[src/verilog/skenc_pkg.sv]
// Shared constants for the ML-DSA-87 secret-key encoder.
// Holds the ML-DSA sizes, the eta-2 code values and the derived counts
// and widths used by the sequencer, the lanes and the packer.

package skenc_pkg;

    // ========================================================================
    // ML-DSA-87 sizes
    // ========================================================================
    localparam logic [22:0] mldsa_q = 23'd8380417;
    localparam int mldsa_n = 256;
    localparam int mldsa_k = 8;
    localparam int mldsa_l = 7;

    localparam int coeff_width = 24;
    localparam int code_width = 3;
    localparam int lane_count = 8;
    localparam int coeffs_per_word = lane_count / 2;
    localparam int mem_addr_width = 15;
    localparam int key_data_width = 32;

    // Codes are 2 - c mod q for c in {0, 1, 2, q-1, q-2}.
    localparam logic [coeff_width-1:0] coeff_minus_one = coeff_width'(mldsa_q - 23'd1);
    localparam logic [coeff_width-1:0] coeff_minus_two = coeff_width'(mldsa_q - 23'd2);
    localparam logic [code_width-1:0] code_for_zero = 3'd2;
    localparam logic [code_width-1:0] code_for_one = 3'd1;
    localparam logic [code_width-1:0] code_for_two = 3'd0;
    localparam logic [code_width-1:0] code_for_minus_one = 3'd3;
    localparam logic [code_width-1:0] code_for_minus_two = 3'd4;

    // ========================================================================
    // Derived counts and widths
    // ========================================================================
    localparam int group_width = lane_count * code_width;
    localparam int read_pair_count = (mldsa_k + mldsa_l) * mldsa_n / lane_count;
    localparam int key_word_count = (mldsa_k + mldsa_l) * mldsa_n * code_width / key_data_width;
    localparam int acc_width = key_data_width - 1 + group_width;
    localparam int acc_cnt_width = $clog2(acc_width + 1);
    localparam int pair_cnt_width = $clog2(read_pair_count);
    localparam int word_cnt_width = $clog2(key_word_count);

endpackage

[src/verilog/coeff_read_sequencer.sv]
// Read sequencer for the secret-key encoder.
// Contains the host req/ack handshake, the base-address capture, the
// dual read-request generation and the completion and abort control.

module coeff_read_sequencer (
    input  logic                                clk,
    input  logic                                reset_n,
    input  logic                                zeroize,
    input  logic                                enc_req,
    input  logic [skenc_pkg::mem_addr_width-1:0] src_base,
    input  logic [skenc_pkg::mem_addr_width-1:0] dest_base,
    output logic                                enc_ack,
    output logic                                enc_error,
    output logic                                mem_a_rd_en,
    output logic                                mem_b_rd_en,
    output logic [skenc_pkg::mem_addr_width-1:0] mem_a_rd_addr,
    output logic [skenc_pkg::mem_addr_width-1:0] mem_b_rd_addr,
    output logic                                pack_start,
    output logic [skenc_pkg::mem_addr_width-1:0] pack_dest_base,
    input  logic                                pack_abort,
    input  logic                                pack_done
);

    import skenc_pkg::*;

    typedef enum logic [1:0] {
        seq_idle,
        seq_read,
        seq_drain,
        seq_ack
    } seq_state_t;

    seq_state_t                state;
    logic [pair_cnt_width-1:0] pair_cnt;
    logic [mem_addr_width-1:0] src_q;
    logic [mem_addr_width-1:0] dest_q;
    logic [mem_addr_width-1:0] pair_offset;
    logic                      reads_on;

    // ========================================================================
    // Control FSM
    // ========================================================================
    always_ff @(posedge clk or negedge reset_n) begin
        if (!reset_n) begin
            state <= seq_idle;
            pair_cnt <= '0;
            enc_ack <= 1'b0;
            enc_error <= 1'b0;
            pack_start <= 1'b0;
        end else if (zeroize) begin
            state <= seq_idle;
            pair_cnt <= '0;
            enc_ack <= 1'b0;
            enc_error <= 1'b0;
            pack_start <= 1'b0;
        end else begin
            pack_start <= 1'b0;
            case (state)
                seq_idle: begin
                    if (enc_req) begin
                        state <= seq_read;
                        pair_cnt <= '0;
                        pack_start <= 1'b1;
                    end
                end
                seq_read: begin
                    if (pack_abort) begin
                        state <= seq_ack;
                        enc_ack <= 1'b1;
                        enc_error <= 1'b1;
                    end else begin
                        pair_cnt <= pair_cnt + 1'b1;
                        if (pair_cnt == pair_cnt_width'(read_pair_count - 1)) begin
                            state <= seq_drain;
                        end
                    end
                end
                seq_drain: begin
                    // Late responses are still being packed here.
                    if (pack_abort) begin
                        state <= seq_ack;
                        enc_ack <= 1'b1;
                        enc_error <= 1'b1;
                    end else if (pack_done) begin
                        state <= seq_ack;
                        enc_ack <= 1'b1;
                    end
                end
                default: begin
                    // Hold the ack until the host releases its request.
                    if (!enc_req) begin
                        state <= seq_idle;
                        enc_ack <= 1'b0;
                        enc_error <= 1'b0;
                    end
                end
            endcase
        end
    end

    // Bases are sampled once per run.
    always_ff @(posedge clk) begin
        if (zeroize) begin
            src_q <= '0;
            dest_q <= '0;
        end else if (state == seq_idle && enc_req) begin
            src_q <= src_base;
            dest_q <= dest_base;
        end
    end

    // ========================================================================
    // Read requests
    // ========================================================================
    // An abort cuts the read stream in the same cycle.
    assign reads_on = (state == seq_read) && !pack_abort;
    assign pair_offset = mem_addr_width'({pair_cnt, 1'b0});

    assign mem_a_rd_en = reads_on;
    assign mem_b_rd_en = reads_on;
    assign mem_a_rd_addr = src_q + pair_offset;
    assign mem_b_rd_addr = src_q + pair_offset + 1'b1;
    assign pack_dest_base = dest_q;

endmodule

[src/verilog/eta_lane_encoder.sv]
// Single eta-2 lane encoder.
// Maps one stored coefficient to its 3-bit code and flags values that
// lie outside the eta range.

module eta_lane_encoder (
    input  logic [skenc_pkg::coeff_width-1:0] coeff,
    output logic [skenc_pkg::code_width-1:0]  code,
    output logic                              bad_coeff
);

    import skenc_pkg::*;

    // Only five coefficient values are legal for eta 2.
    always_comb begin
        code = '0;
        bad_coeff = 1'b0;
        case (coeff)
            coeff_width'(0): code = code_for_zero;
            coeff_width'(1): code = code_for_one;
            coeff_width'(2): code = code_for_two;
            coeff_minus_one: code = code_for_minus_one;
            coeff_minus_two: code = code_for_minus_two;
            default: begin
                // The packer aborts the run on an out-of-range value.
                bad_coeff = 1'b1;
            end
        endcase
    end

endmodule

[src/verilog/key_word_packer.sv]
// Key-word packer for the secret-key encoder.
// Appends 24-bit code groups to a bit-stream accumulator, writes 32-bit
// words to key memory, counts the writes and detects groups with a bad
// coefficient.

module key_word_packer (
    input  logic                                            clk,
    input  logic                                            reset_n,
    input  logic                                            zeroize,
    input  logic                                            pack_start,
    input  logic [skenc_pkg::mem_addr_width-1:0]            pack_dest_base,
    input  logic                                            mem_rd_valid,
    input  logic [skenc_pkg::lane_count*skenc_pkg::code_width-1:0] lane_codes,
    input  logic [skenc_pkg::lane_count-1:0]                lane_errors,
    output logic                                            pack_abort,
    output logic                                            pack_done,
    output logic                                            key_wr_en,
    output logic [skenc_pkg::mem_addr_width-1:0]            key_wr_addr,
    output logic [skenc_pkg::key_data_width-1:0]            key_wr_data
);

    import skenc_pkg::*;

    logic                      active;
    logic [acc_width-1:0]      acc;
    logic [acc_cnt_width-1:0]  acc_bits;
    logic [word_cnt_width-1:0] word_cnt;
    logic [mem_addr_width-1:0] base_q;
    logic [acc_width-1:0]      merged;
    logic [acc_cnt_width-1:0]  merged_bits;
    logic                      group_bad;
    logic                      take_group;
    logic                      word_ready;
    logic                      last_word;

    // ========================================================================
    // Stream merge
    // ========================================================================
    // The new group lands just above the bits already held. At most 31 bits
    // are held between cycles, so one word out per cycle keeps up.
    assign group_bad = mem_rd_valid && active && (|lane_errors);
    assign take_group = mem_rd_valid && active && !(|lane_errors);
    assign merged = acc | (acc_width'(lane_codes) << acc_bits);
    assign merged_bits = acc_bits + acc_cnt_width'(group_width);
    assign word_ready = take_group && (merged_bits >= acc_cnt_width'(key_data_width));
    assign last_word = word_ready && (word_cnt == word_cnt_width'(key_word_count - 1));

    // ========================================================================
    // Control
    // ========================================================================
    always_ff @(posedge clk or negedge reset_n) begin
        if (!reset_n) begin
            active <= 1'b0;
            acc_bits <= '0;
            word_cnt <= '0;
            key_wr_en <= 1'b0;
            pack_abort <= 1'b0;
            pack_done <= 1'b0;
        end else if (zeroize) begin
            active <= 1'b0;
            acc_bits <= '0;
            word_cnt <= '0;
            key_wr_en <= 1'b0;
            pack_abort <= 1'b0;
            pack_done <= 1'b0;
        end else begin
            key_wr_en <= word_ready;
            pack_done <= last_word;
            pack_abort <= group_bad;
            if (pack_start) begin
                active <= 1'b1;
                acc_bits <= '0;
                word_cnt <= '0;
            end else begin
                // A bad group or the final word ends the run.
                if (group_bad || last_word) begin
                    active <= 1'b0;
                end
                if (take_group) begin
                    if (word_ready) begin
                        acc_bits <= merged_bits - acc_cnt_width'(key_data_width);
                    end else begin
                        acc_bits <= merged_bits;
                    end
                end
                if (word_ready) begin
                    word_cnt <= word_cnt + 1'b1;
                end
            end
        end
    end

    // Accumulator and write data.
    always_ff @(posedge clk) begin
        if (zeroize) begin
            acc <= '0;
            base_q <= '0;
            key_wr_addr <= '0;
            key_wr_data <= '0;
        end else begin
            if (pack_start) begin
                acc <= '0;
                base_q <= pack_dest_base;
            end else if (take_group) begin
                if (word_ready) begin
                    acc <= merged >> key_data_width;
                end else begin
                    acc <= merged;
                end
            end
            if (word_ready) begin
                key_wr_data <= merged[key_data_width-1:0];
                key_wr_addr <= base_q + mem_addr_width'(word_cnt);
            end
        end
    end

endmodule

[src/verilog/skencode_top.sv]
// Top level of the ML-DSA-87 secret-key encoder.
// Holds the read sequencer, eight eta lane encoders and the key-word
// packer, with the wiring between them.

module skencode_top (
    input  logic                                                   clk,
    input  logic                                                   reset_n,
    input  logic                                                   zeroize,
    input  logic                                                   enc_req,
    input  logic [skenc_pkg::mem_addr_width-1:0]                   src_base,
    input  logic [skenc_pkg::mem_addr_width-1:0]                   dest_base,
    output logic                                                   enc_ack,
    output logic                                                   enc_error,
    output logic                                                   mem_a_rd_en,
    output logic [skenc_pkg::mem_addr_width-1:0]                   mem_a_rd_addr,
    output logic                                                   mem_b_rd_en,
    output logic [skenc_pkg::mem_addr_width-1:0]                   mem_b_rd_addr,
    input  logic [skenc_pkg::coeffs_per_word*skenc_pkg::coeff_width-1:0] mem_a_rd_data,
    input  logic [skenc_pkg::coeffs_per_word*skenc_pkg::coeff_width-1:0] mem_b_rd_data,
    input  logic                                                   mem_rd_valid,
    output logic                                                   key_wr_en,
    output logic [skenc_pkg::mem_addr_width-1:0]                   key_wr_addr,
    output logic [skenc_pkg::key_data_width-1:0]                   key_wr_data
);

    import skenc_pkg::*;

    logic                               pack_start;
    logic [mem_addr_width-1:0]          pack_dest_base;
    logic                               pack_abort;
    logic                               pack_done;
    logic [lane_count*coeff_width-1:0]  all_coeffs;
    logic [lane_count*code_width-1:0]   lane_codes;
    logic [lane_count-1:0]              lane_errors;

    coeff_read_sequencer coeff_read_sequencer_inst (
        .clk            (clk),
        .reset_n        (reset_n),
        .zeroize        (zeroize),
        .enc_req        (enc_req),
        .src_base       (src_base),
        .dest_base      (dest_base),
        .enc_ack        (enc_ack),
        .enc_error      (enc_error),
        .mem_a_rd_en    (mem_a_rd_en),
        .mem_b_rd_en    (mem_b_rd_en),
        .mem_a_rd_addr  (mem_a_rd_addr),
        .mem_b_rd_addr  (mem_b_rd_addr),
        .pack_start     (pack_start),
        .pack_dest_base (pack_dest_base),
        .pack_abort     (pack_abort),
        .pack_done      (pack_done)
    );

    // Port a feeds lanes 0 to 3, port b feeds lanes 4 to 7.
    assign all_coeffs = {mem_b_rd_data, mem_a_rd_data};

    for (genvar i = 0; i < lane_count; i++) begin : g_lane
        eta_lane_encoder eta_lane_encoder_inst (
            .coeff     (all_coeffs[i*coeff_width +: coeff_width]),
            .code      (lane_codes[i*code_width +: code_width]),
            .bad_coeff (lane_errors[i])
        );
    end

    key_word_packer key_word_packer_inst (
        .clk            (clk),
        .reset_n        (reset_n),
        .zeroize        (zeroize),
        .pack_start     (pack_start),
        .pack_dest_base (pack_dest_base),
        .mem_rd_valid   (mem_rd_valid),
        .lane_codes     (lane_codes),
        .lane_errors    (lane_errors),
        .pack_abort     (pack_abort),
        .pack_done      (pack_done),
        .key_wr_en      (key_wr_en),
        .key_wr_addr    (key_wr_addr),
        .key_wr_data    (key_wr_data)
    );

endmodule
[config.mk]
export PLATFORM = sky130hd
export DESIGN_NAME = skencode_top
export DESIGN_NICKNAME = d
export VERILOG_FILES = /design/src/verilog/skenc_pkg.sv /design/src/verilog/coeff_read_sequencer.sv /design/src/verilog/eta_lane_encoder.sv /design/src/verilog/key_word_packer.sv /design/src/verilog/skencode_top.sv
export SDC_FILE = /design/constraint.sdc
export NUM_CORES = 1
export LEC_CHECK = 0
export CAP_MARGIN = 0
export CORE_ASPECT_RATIO = 0.8
export CORE_UTILIZATION = 35
export CTS_BUF_LIST = sky130_fd_sc_hd__clkbuf_2
export DETAILED_ROUTE_END_ITERATION = 6
export DONT_BUFFER_PORTS = 1
export MAX_ROUTING_LAYER = met4
export REMOVE_ABC_BUFFERS = 1
export SYNTH_ARGS = -nofsm -noshare
export SYNTH_HDL_FRONTEND = slang
export SYNTH_SLANG_ARGS = --single-unit
[constraint.sdc]
create_clock -name clk -period 2.53 [get_ports clk]
set_input_delay 0.253 -clock clk [delete_from_list [all_inputs] [get_ports clk]]
set_output_delay 0.253 -clock clk [all_outputs]
set_load 0.02 [all_outputs]
# Word-level counts from Yosys, hierarchy flattened
# Index checks and enable logic that the tools add are counted.
[op_classes]
n_addsub = 7
multipliers = 0
div_mod_pow = 0
order_cmp = 1
n_eq_ne = 46
shifts = 1
n_mux = 53
bitwise_logic = 1
reduce_logical = 38
[op_table]
columns = ["op", "n"]
rows = [
  ["24-bit by 23-bit == test with 1-bit output (second input constant)", 16],
  ["24-bit by 1-bit == test with 1-bit output (second input constant)", 8],
  ["24-bit by 2-bit == test with 1-bit output (second input constant)", 8],
  ["24-bit zero test", 8],
  ["3-bit one-hot mux with 4 select lines", 8],
  ["55-bit two-way mux", 1],
  ["55-bit OR", 1],
  ["24-bit by 6-bit << shifter with 55-bit output", 1],
  ["9-bit two-way mux", 6],
  ["5-bit OR reduction", 8],
  ["6-bit two-way mux", 4],
  ["1-bit two-way mux", 23],
  ["9-bit by 1-bit adder with 9-bit output (second input constant)", 2],
  ["9-bit == test (second input constant)", 2],
  ["9-bit one-hot mux with 2 select lines", 1],
  ["15-bit by 1-bit adder with 15-bit output (second input constant)", 1],
  ["15-bit by 10-bit adder with 15-bit output", 1],
  ["15-bit by 9-bit adder with 15-bit output", 1],
  ["2-bit two-way mux", 7],
  ["4-bit by 2-bit != test with 1-bit output (second input constant)", 3],
  ["3-bit nonzero test", 4],
  ["3-bit != test (second input constant)", 3],
  ["4-bit AND reduction", 2],
  ["8-bit OR reduction", 1],
  ["18 further kinds", 27],
]
[totals]
regBits = 180
latchBits = 0
mem_bits_rw = 0
romBits = 0
in_bits = 227
out_inout_bits = 82
elab_cells = 164
mem_count = 0

# Longest topological paths before layout
[depth]
word_depth = 12
depth_mapped = 12
depth_no_buf = 11

# Cells and area by module
# Synthesis repeated with hierarchy kept, for this count alone.
[unflattened]
cells_unflattened = 1268
area_unflattened_um2 = 10178.5
[by_module_without_submodules]
columns = ["module", "n_inst", "cells_each", "area_per_inst_um2", "seq_area_each_um2"]
rows = [
  ["key_word_packer", 1, 693, 6042.0, 2742.6],
  ["coeff_read_sequencer", 1, 335, 2655.0, 950.9],
  ["eta_lane_encoder", 8, 30, 185.2, 0.0],
]

# Worst setup path before layout
# Ideal clock, no wire load.
[synth_timing]
path_kind = "register to output"
from = "register coeff_read_sequencer_inst.pair_cnt[0]"
to = "output port mem_b_rd_addr[14] (netlist bit)"
t_arrival_ns = 3.015
required_time_ns = 2.277
path_slack_ns = -0.738
path_stages_with_launch = 12
path_buffers = 0
cell_sequence = "dfrtp_1 -> ha_1 -> inv_1 -> fa_1 -> nor2b_1 -> or2_2 -> a211oi_1 -> xnor2_1 -> and4_1 -> nand3_1 -> nor4_1 -> xor2_1"
[synth_between]
elab_chain_len = 2
[synth_rtl]
columns = ["element", "line_no", "rtl"]
rows = [
  ["start: declaration", "coeff_read_sequencer.sv:34", "logic [pair_cnt_width-1:0] pair_cnt;"],
  ["start signal: assignment", "coeff_read_sequencer.sv:72", "pair_cnt <= pair_cnt + 1'b1;"],
  ["15-bit by 10-bit adder with 15-bit output", "--", ""],
  ["named net mem_a_rd_addr (one bit)", "skencode_top.sv:15", "output logic [skenc_pkg::mem_addr_width-1:0] mem_a_rd_addr,"],
  ["15-bit by 1-bit adder with 15-bit output", "coeff_read_sequencer.sv:122", "assign mem_b_rd_addr = src_q + pair_offset + 1'b1;"],
  ["end: declaration", "skencode_top.sv:17", "output logic [skenc_pkg::mem_addr_width-1:0] mem_b_rd_addr,"],
]
# The timed path passes the listed nets, and every way through them passes these cells.

# Final worst setup path
[layout_timing]
from = "register coeff_read_sequencer_inst.pair_cnt[0]"
to = "output port mem_b_rd_addr[14] (netlist bit)"
[layout_between]
elab_chain_len = 2
[layout_rtl]
columns = ["element", "line_no"]
rows = [
  ["15-bit by 10-bit adder with 15-bit output", "coeff_read_sequencer.sv:122"],
  ["15-bit by 1-bit adder with 15-bit output", "coeff_read_sequencer.sv:122"],
]
# No other way between the ends.

==> reports/metrics.cfg <==
[timing]
drv_slew=0
slew_headroom=0.346
setup_tns_ns=-15.53
layout_setup_ws_ns=-1.17
rsz0062_at_grt=true
hold-worst-slack_ns=0.0917
layout_min_cycle_time_ns=3.70
fmax_mhz=270
clock_skew_ns=0.0552
finalHoldViolations=0
setup_viol=23
tightest_slew_ns=0.977
fin_crit_sh=1.46

[synthesis]
synth_area_leaders=dfxtp_1 (28%), dfrtp_1 (7.1%), nand2_1 (6.8%), a21oi_1 (6.0%), nor2_1 (4.6%)
synthCells=1351
yosys-top-cells-count=nand2_1 (192), dfxtp_1 (147), nor2_1 (128)
synth-edff-count=0
async_flop_share=0.169
synth_area_mm2=0.0105
synth_cell_type_count=76
yosysTopAreaCell=dfxtp_1
syn_avg_cell_area_um2=7.80
yosysSeqAreaShare=0.350
ys.flop_type=dfxtp_1
synthMostInstantiatedCell=nand2_1
yosys_warnings=0
synth_top_area_share=0.279
yosys_register_bits=177

[global_routing]
grt_use_met3=0.0615
antenna_found_initial=1
grt_use_met1=0.313
grt_pass1_wl_um=56700
grt_pass1_vias=10700
grt_max_degree=110
grt_busiest_layer=met2
grt_usage=0.240
overflow=0
grt_use_met2=0.370

[die]
rows=56
floorplan.die.width_um=196
core_mm2=0.0294
die_h_um=157
die_area_mm2=0.0308
initial_core_util=0.358
ioPinCount=309

[pwr]
ir_drop_mv=0.311
leakage_nw=5.16
power_mw=6.20
powerDensity_mw_per_mm2=449

[worst_setup_path]
cp-start-kind=register
worstPathRequired_ns=2.28
worstPathArrival_ns=3.45
critPathCaptureType=primary output
path_class=register to primary output
critPathMaxFanout=3

[placed_design]
port-buffer-count=0
dp_hpwl_um=27300
dp_cells=1860
place_congestion=0.935
pre_cts_ws_ns=-0.540
postPlaceCellArea_mm2=0.0123

[final_layout]
design_area_mm2=0.0138
n_fill_cell=2874
postLayoutCoreUtil=0.469
area_growth_pct=31.0
layout.cells.non_filler=1968
nets=1832
drive_gt1_frac=0.208

[drt]
num_vias=11500
wire_per_inst_um=18.9
drc=0
ant_nets=0
drt_first_pass_iters=7
avgViaCountPerCell=5.83
drt_iter0_drc=694
wl_um=37300

[run]
maxCapViolCount=0

[clock_network]
clock_path_buffers=2
cts_sinks=177
cts_buffers=17
h-tree-depth=4
cts_root_buffer=clkbuf_2
clkLatencyLatePin_ns=0.80
clk_pin_slew_worst_paths_ns=0.31
cts_tree=yes

[run_status]
status=finished with violations
violations=negative setup slack

[hold_path]
hp-class=input pin to register

==> path summary, 6_finish.rpt <==
| check | start | to | slack, ns | depth (start not counted) |
|---|---|---|---|---|
| hold reg to reg | key_word_packer_inst.acc[42] | key_word_packer_inst.acc[42] | 0.47 | 2 |
| min in group asynchronous | reset_n | key_word_packer_inst.acc_bits[4] | 0.54 | 4 |
| setup / recovery | coeff_read_sequencer_inst.pair_cnt[0] | mem_b_rd_addr[14] | -1.17 | 13 |
| hold / removal | mem_a_rd_data[72] | key_word_packer_inst.acc[49] | 0.09 | 7 |
| max in group asynchronous | reset_n | coeff_read_sequencer_inst.pair_cnt[2] | 1.74 | 4 |
| setup reg to reg | key_word_packer_inst.acc_bits[3] | key_word_packer_inst.word_cnt[8] | 0.14 | 8 |
==> state kept, by name (all words and copies together), names as in the netlist, 2 cells and up <==
register                                  cells
key_word_packer_inst.base_q                  15
coeff_read_sequencer_inst.pair_cnt            9
key_word_packer_inst.word_cnt                 9
key_word_packer_inst.key_wr_addr             15
key_word_packer_inst.acc                     55
coeff_read_sequencer_inst.src_q              15
key_word_packer_inst.acc_bits                 3
key_word_packer_inst.key_wr_data             32
coeff_read_sequencer_inst.state               2
coeff_read_sequencer_inst.pack_dest_base     15
==> logic make-up after synthesis <==
logic type,Yosys count,synth area share
and+or+nand+nor,655,0.319
xor gates and xnor gates,38,0.0316
DFF,177,0.350
adders and majority gates,28,0.0347
AOI/OAI and AO/OA,331,0.203
buffers and inverters,95,0.0350
muxes,27,0.0259
==> routing by layer <==
metal,vias to the layer above,wire [µm]
met5,-,0
met4,0,698
met3,69,2960
met2,413,16600
met1,5511,17000
li1,5471,-
==> final cells by class <==
| type | count | area [µm²] | share of cell area |
|---|---|---|---|
| Multi-Input combinational cell | 1079 | 6930 | 0.502 |
| Sequential cell | 177 | 3700 | 0.268 |
| Timing Repair Buffer | 270 | 2340 | 0.169 |
| Tap cell | 377 | 472 | 0.0342 |
| Clock inverter | 14 | 144 | 0.0104 |
| Inverter | 32 | 128 | 0.00924 |
| Clock buffer | 18 | 90.1 | 0.00653 |
| Antenna cell | 1 | 2.50 | 0.000181 |
==> worst max-delay path, stage by stage, from the launching register on <==
cell and delay (ns):
dfrtp_1 0.47, ha_4 0.18, buf_4 0.13, buf_6 0.11
a21oi_4 0.14, buf_6 0.13, o21bai_4 0.06, xor2_2 0.22
and4_1 0.26, and4_4 0.28, nand3_4 0.10, nor4_4 0.28
xor2_1 0.19, buf_4 0.17
==> power breakdown <==
| part | total, mW | internal, mW | switching [mW] |
|---|---|---|---|
| combinational | 1.64 | 0.722 | 0.915 |
| clock | 1.52 | 0.397 | 1.12 |
| sequential | 3.04 | 2.93 | 0.115 |
| total | 6.20 | 4.05 | 2.15 |
==> cell usage in the layout, fill, tap and decap left out, types with 25 or more instances in the layout <==
| cell | synthesis | final |
|---|---|---|
| nand2_1 | 192 | 191 |
| buf_4 | 2 | 185 |
| dfxtp_1 | 147 | 145 |
| nor2_1 | 128 | 125 |
| a21oi_1 | 126 | 123 |
| nor3_1 | 61 | 58 |
| dlygate4sd3_1 | 0 | 55 |
| o21ai_0 | 48 | 46 |
| nand4_1 | 46 | 46 |
| a211oi_1 | 45 | 43 |
| nor4_1 | 41 | 40 |
| nand3_1 | 42 | 38 |
| dfrtp_1 | 30 | 28 |
| inv_1 | 31 | 27 |
| mux2i_1 | 25 | 25 |
==> what timing repair did <==
item                                    CTS  global route
pin swaps                                23            26
endpoints found under the setup margin   25            41
buffers inserted                          7            13
hold endpoints to repair                176             0
hold buffers                             58             0
gates resized for setup                  61            46
Power figures use the tool's default switching activity.
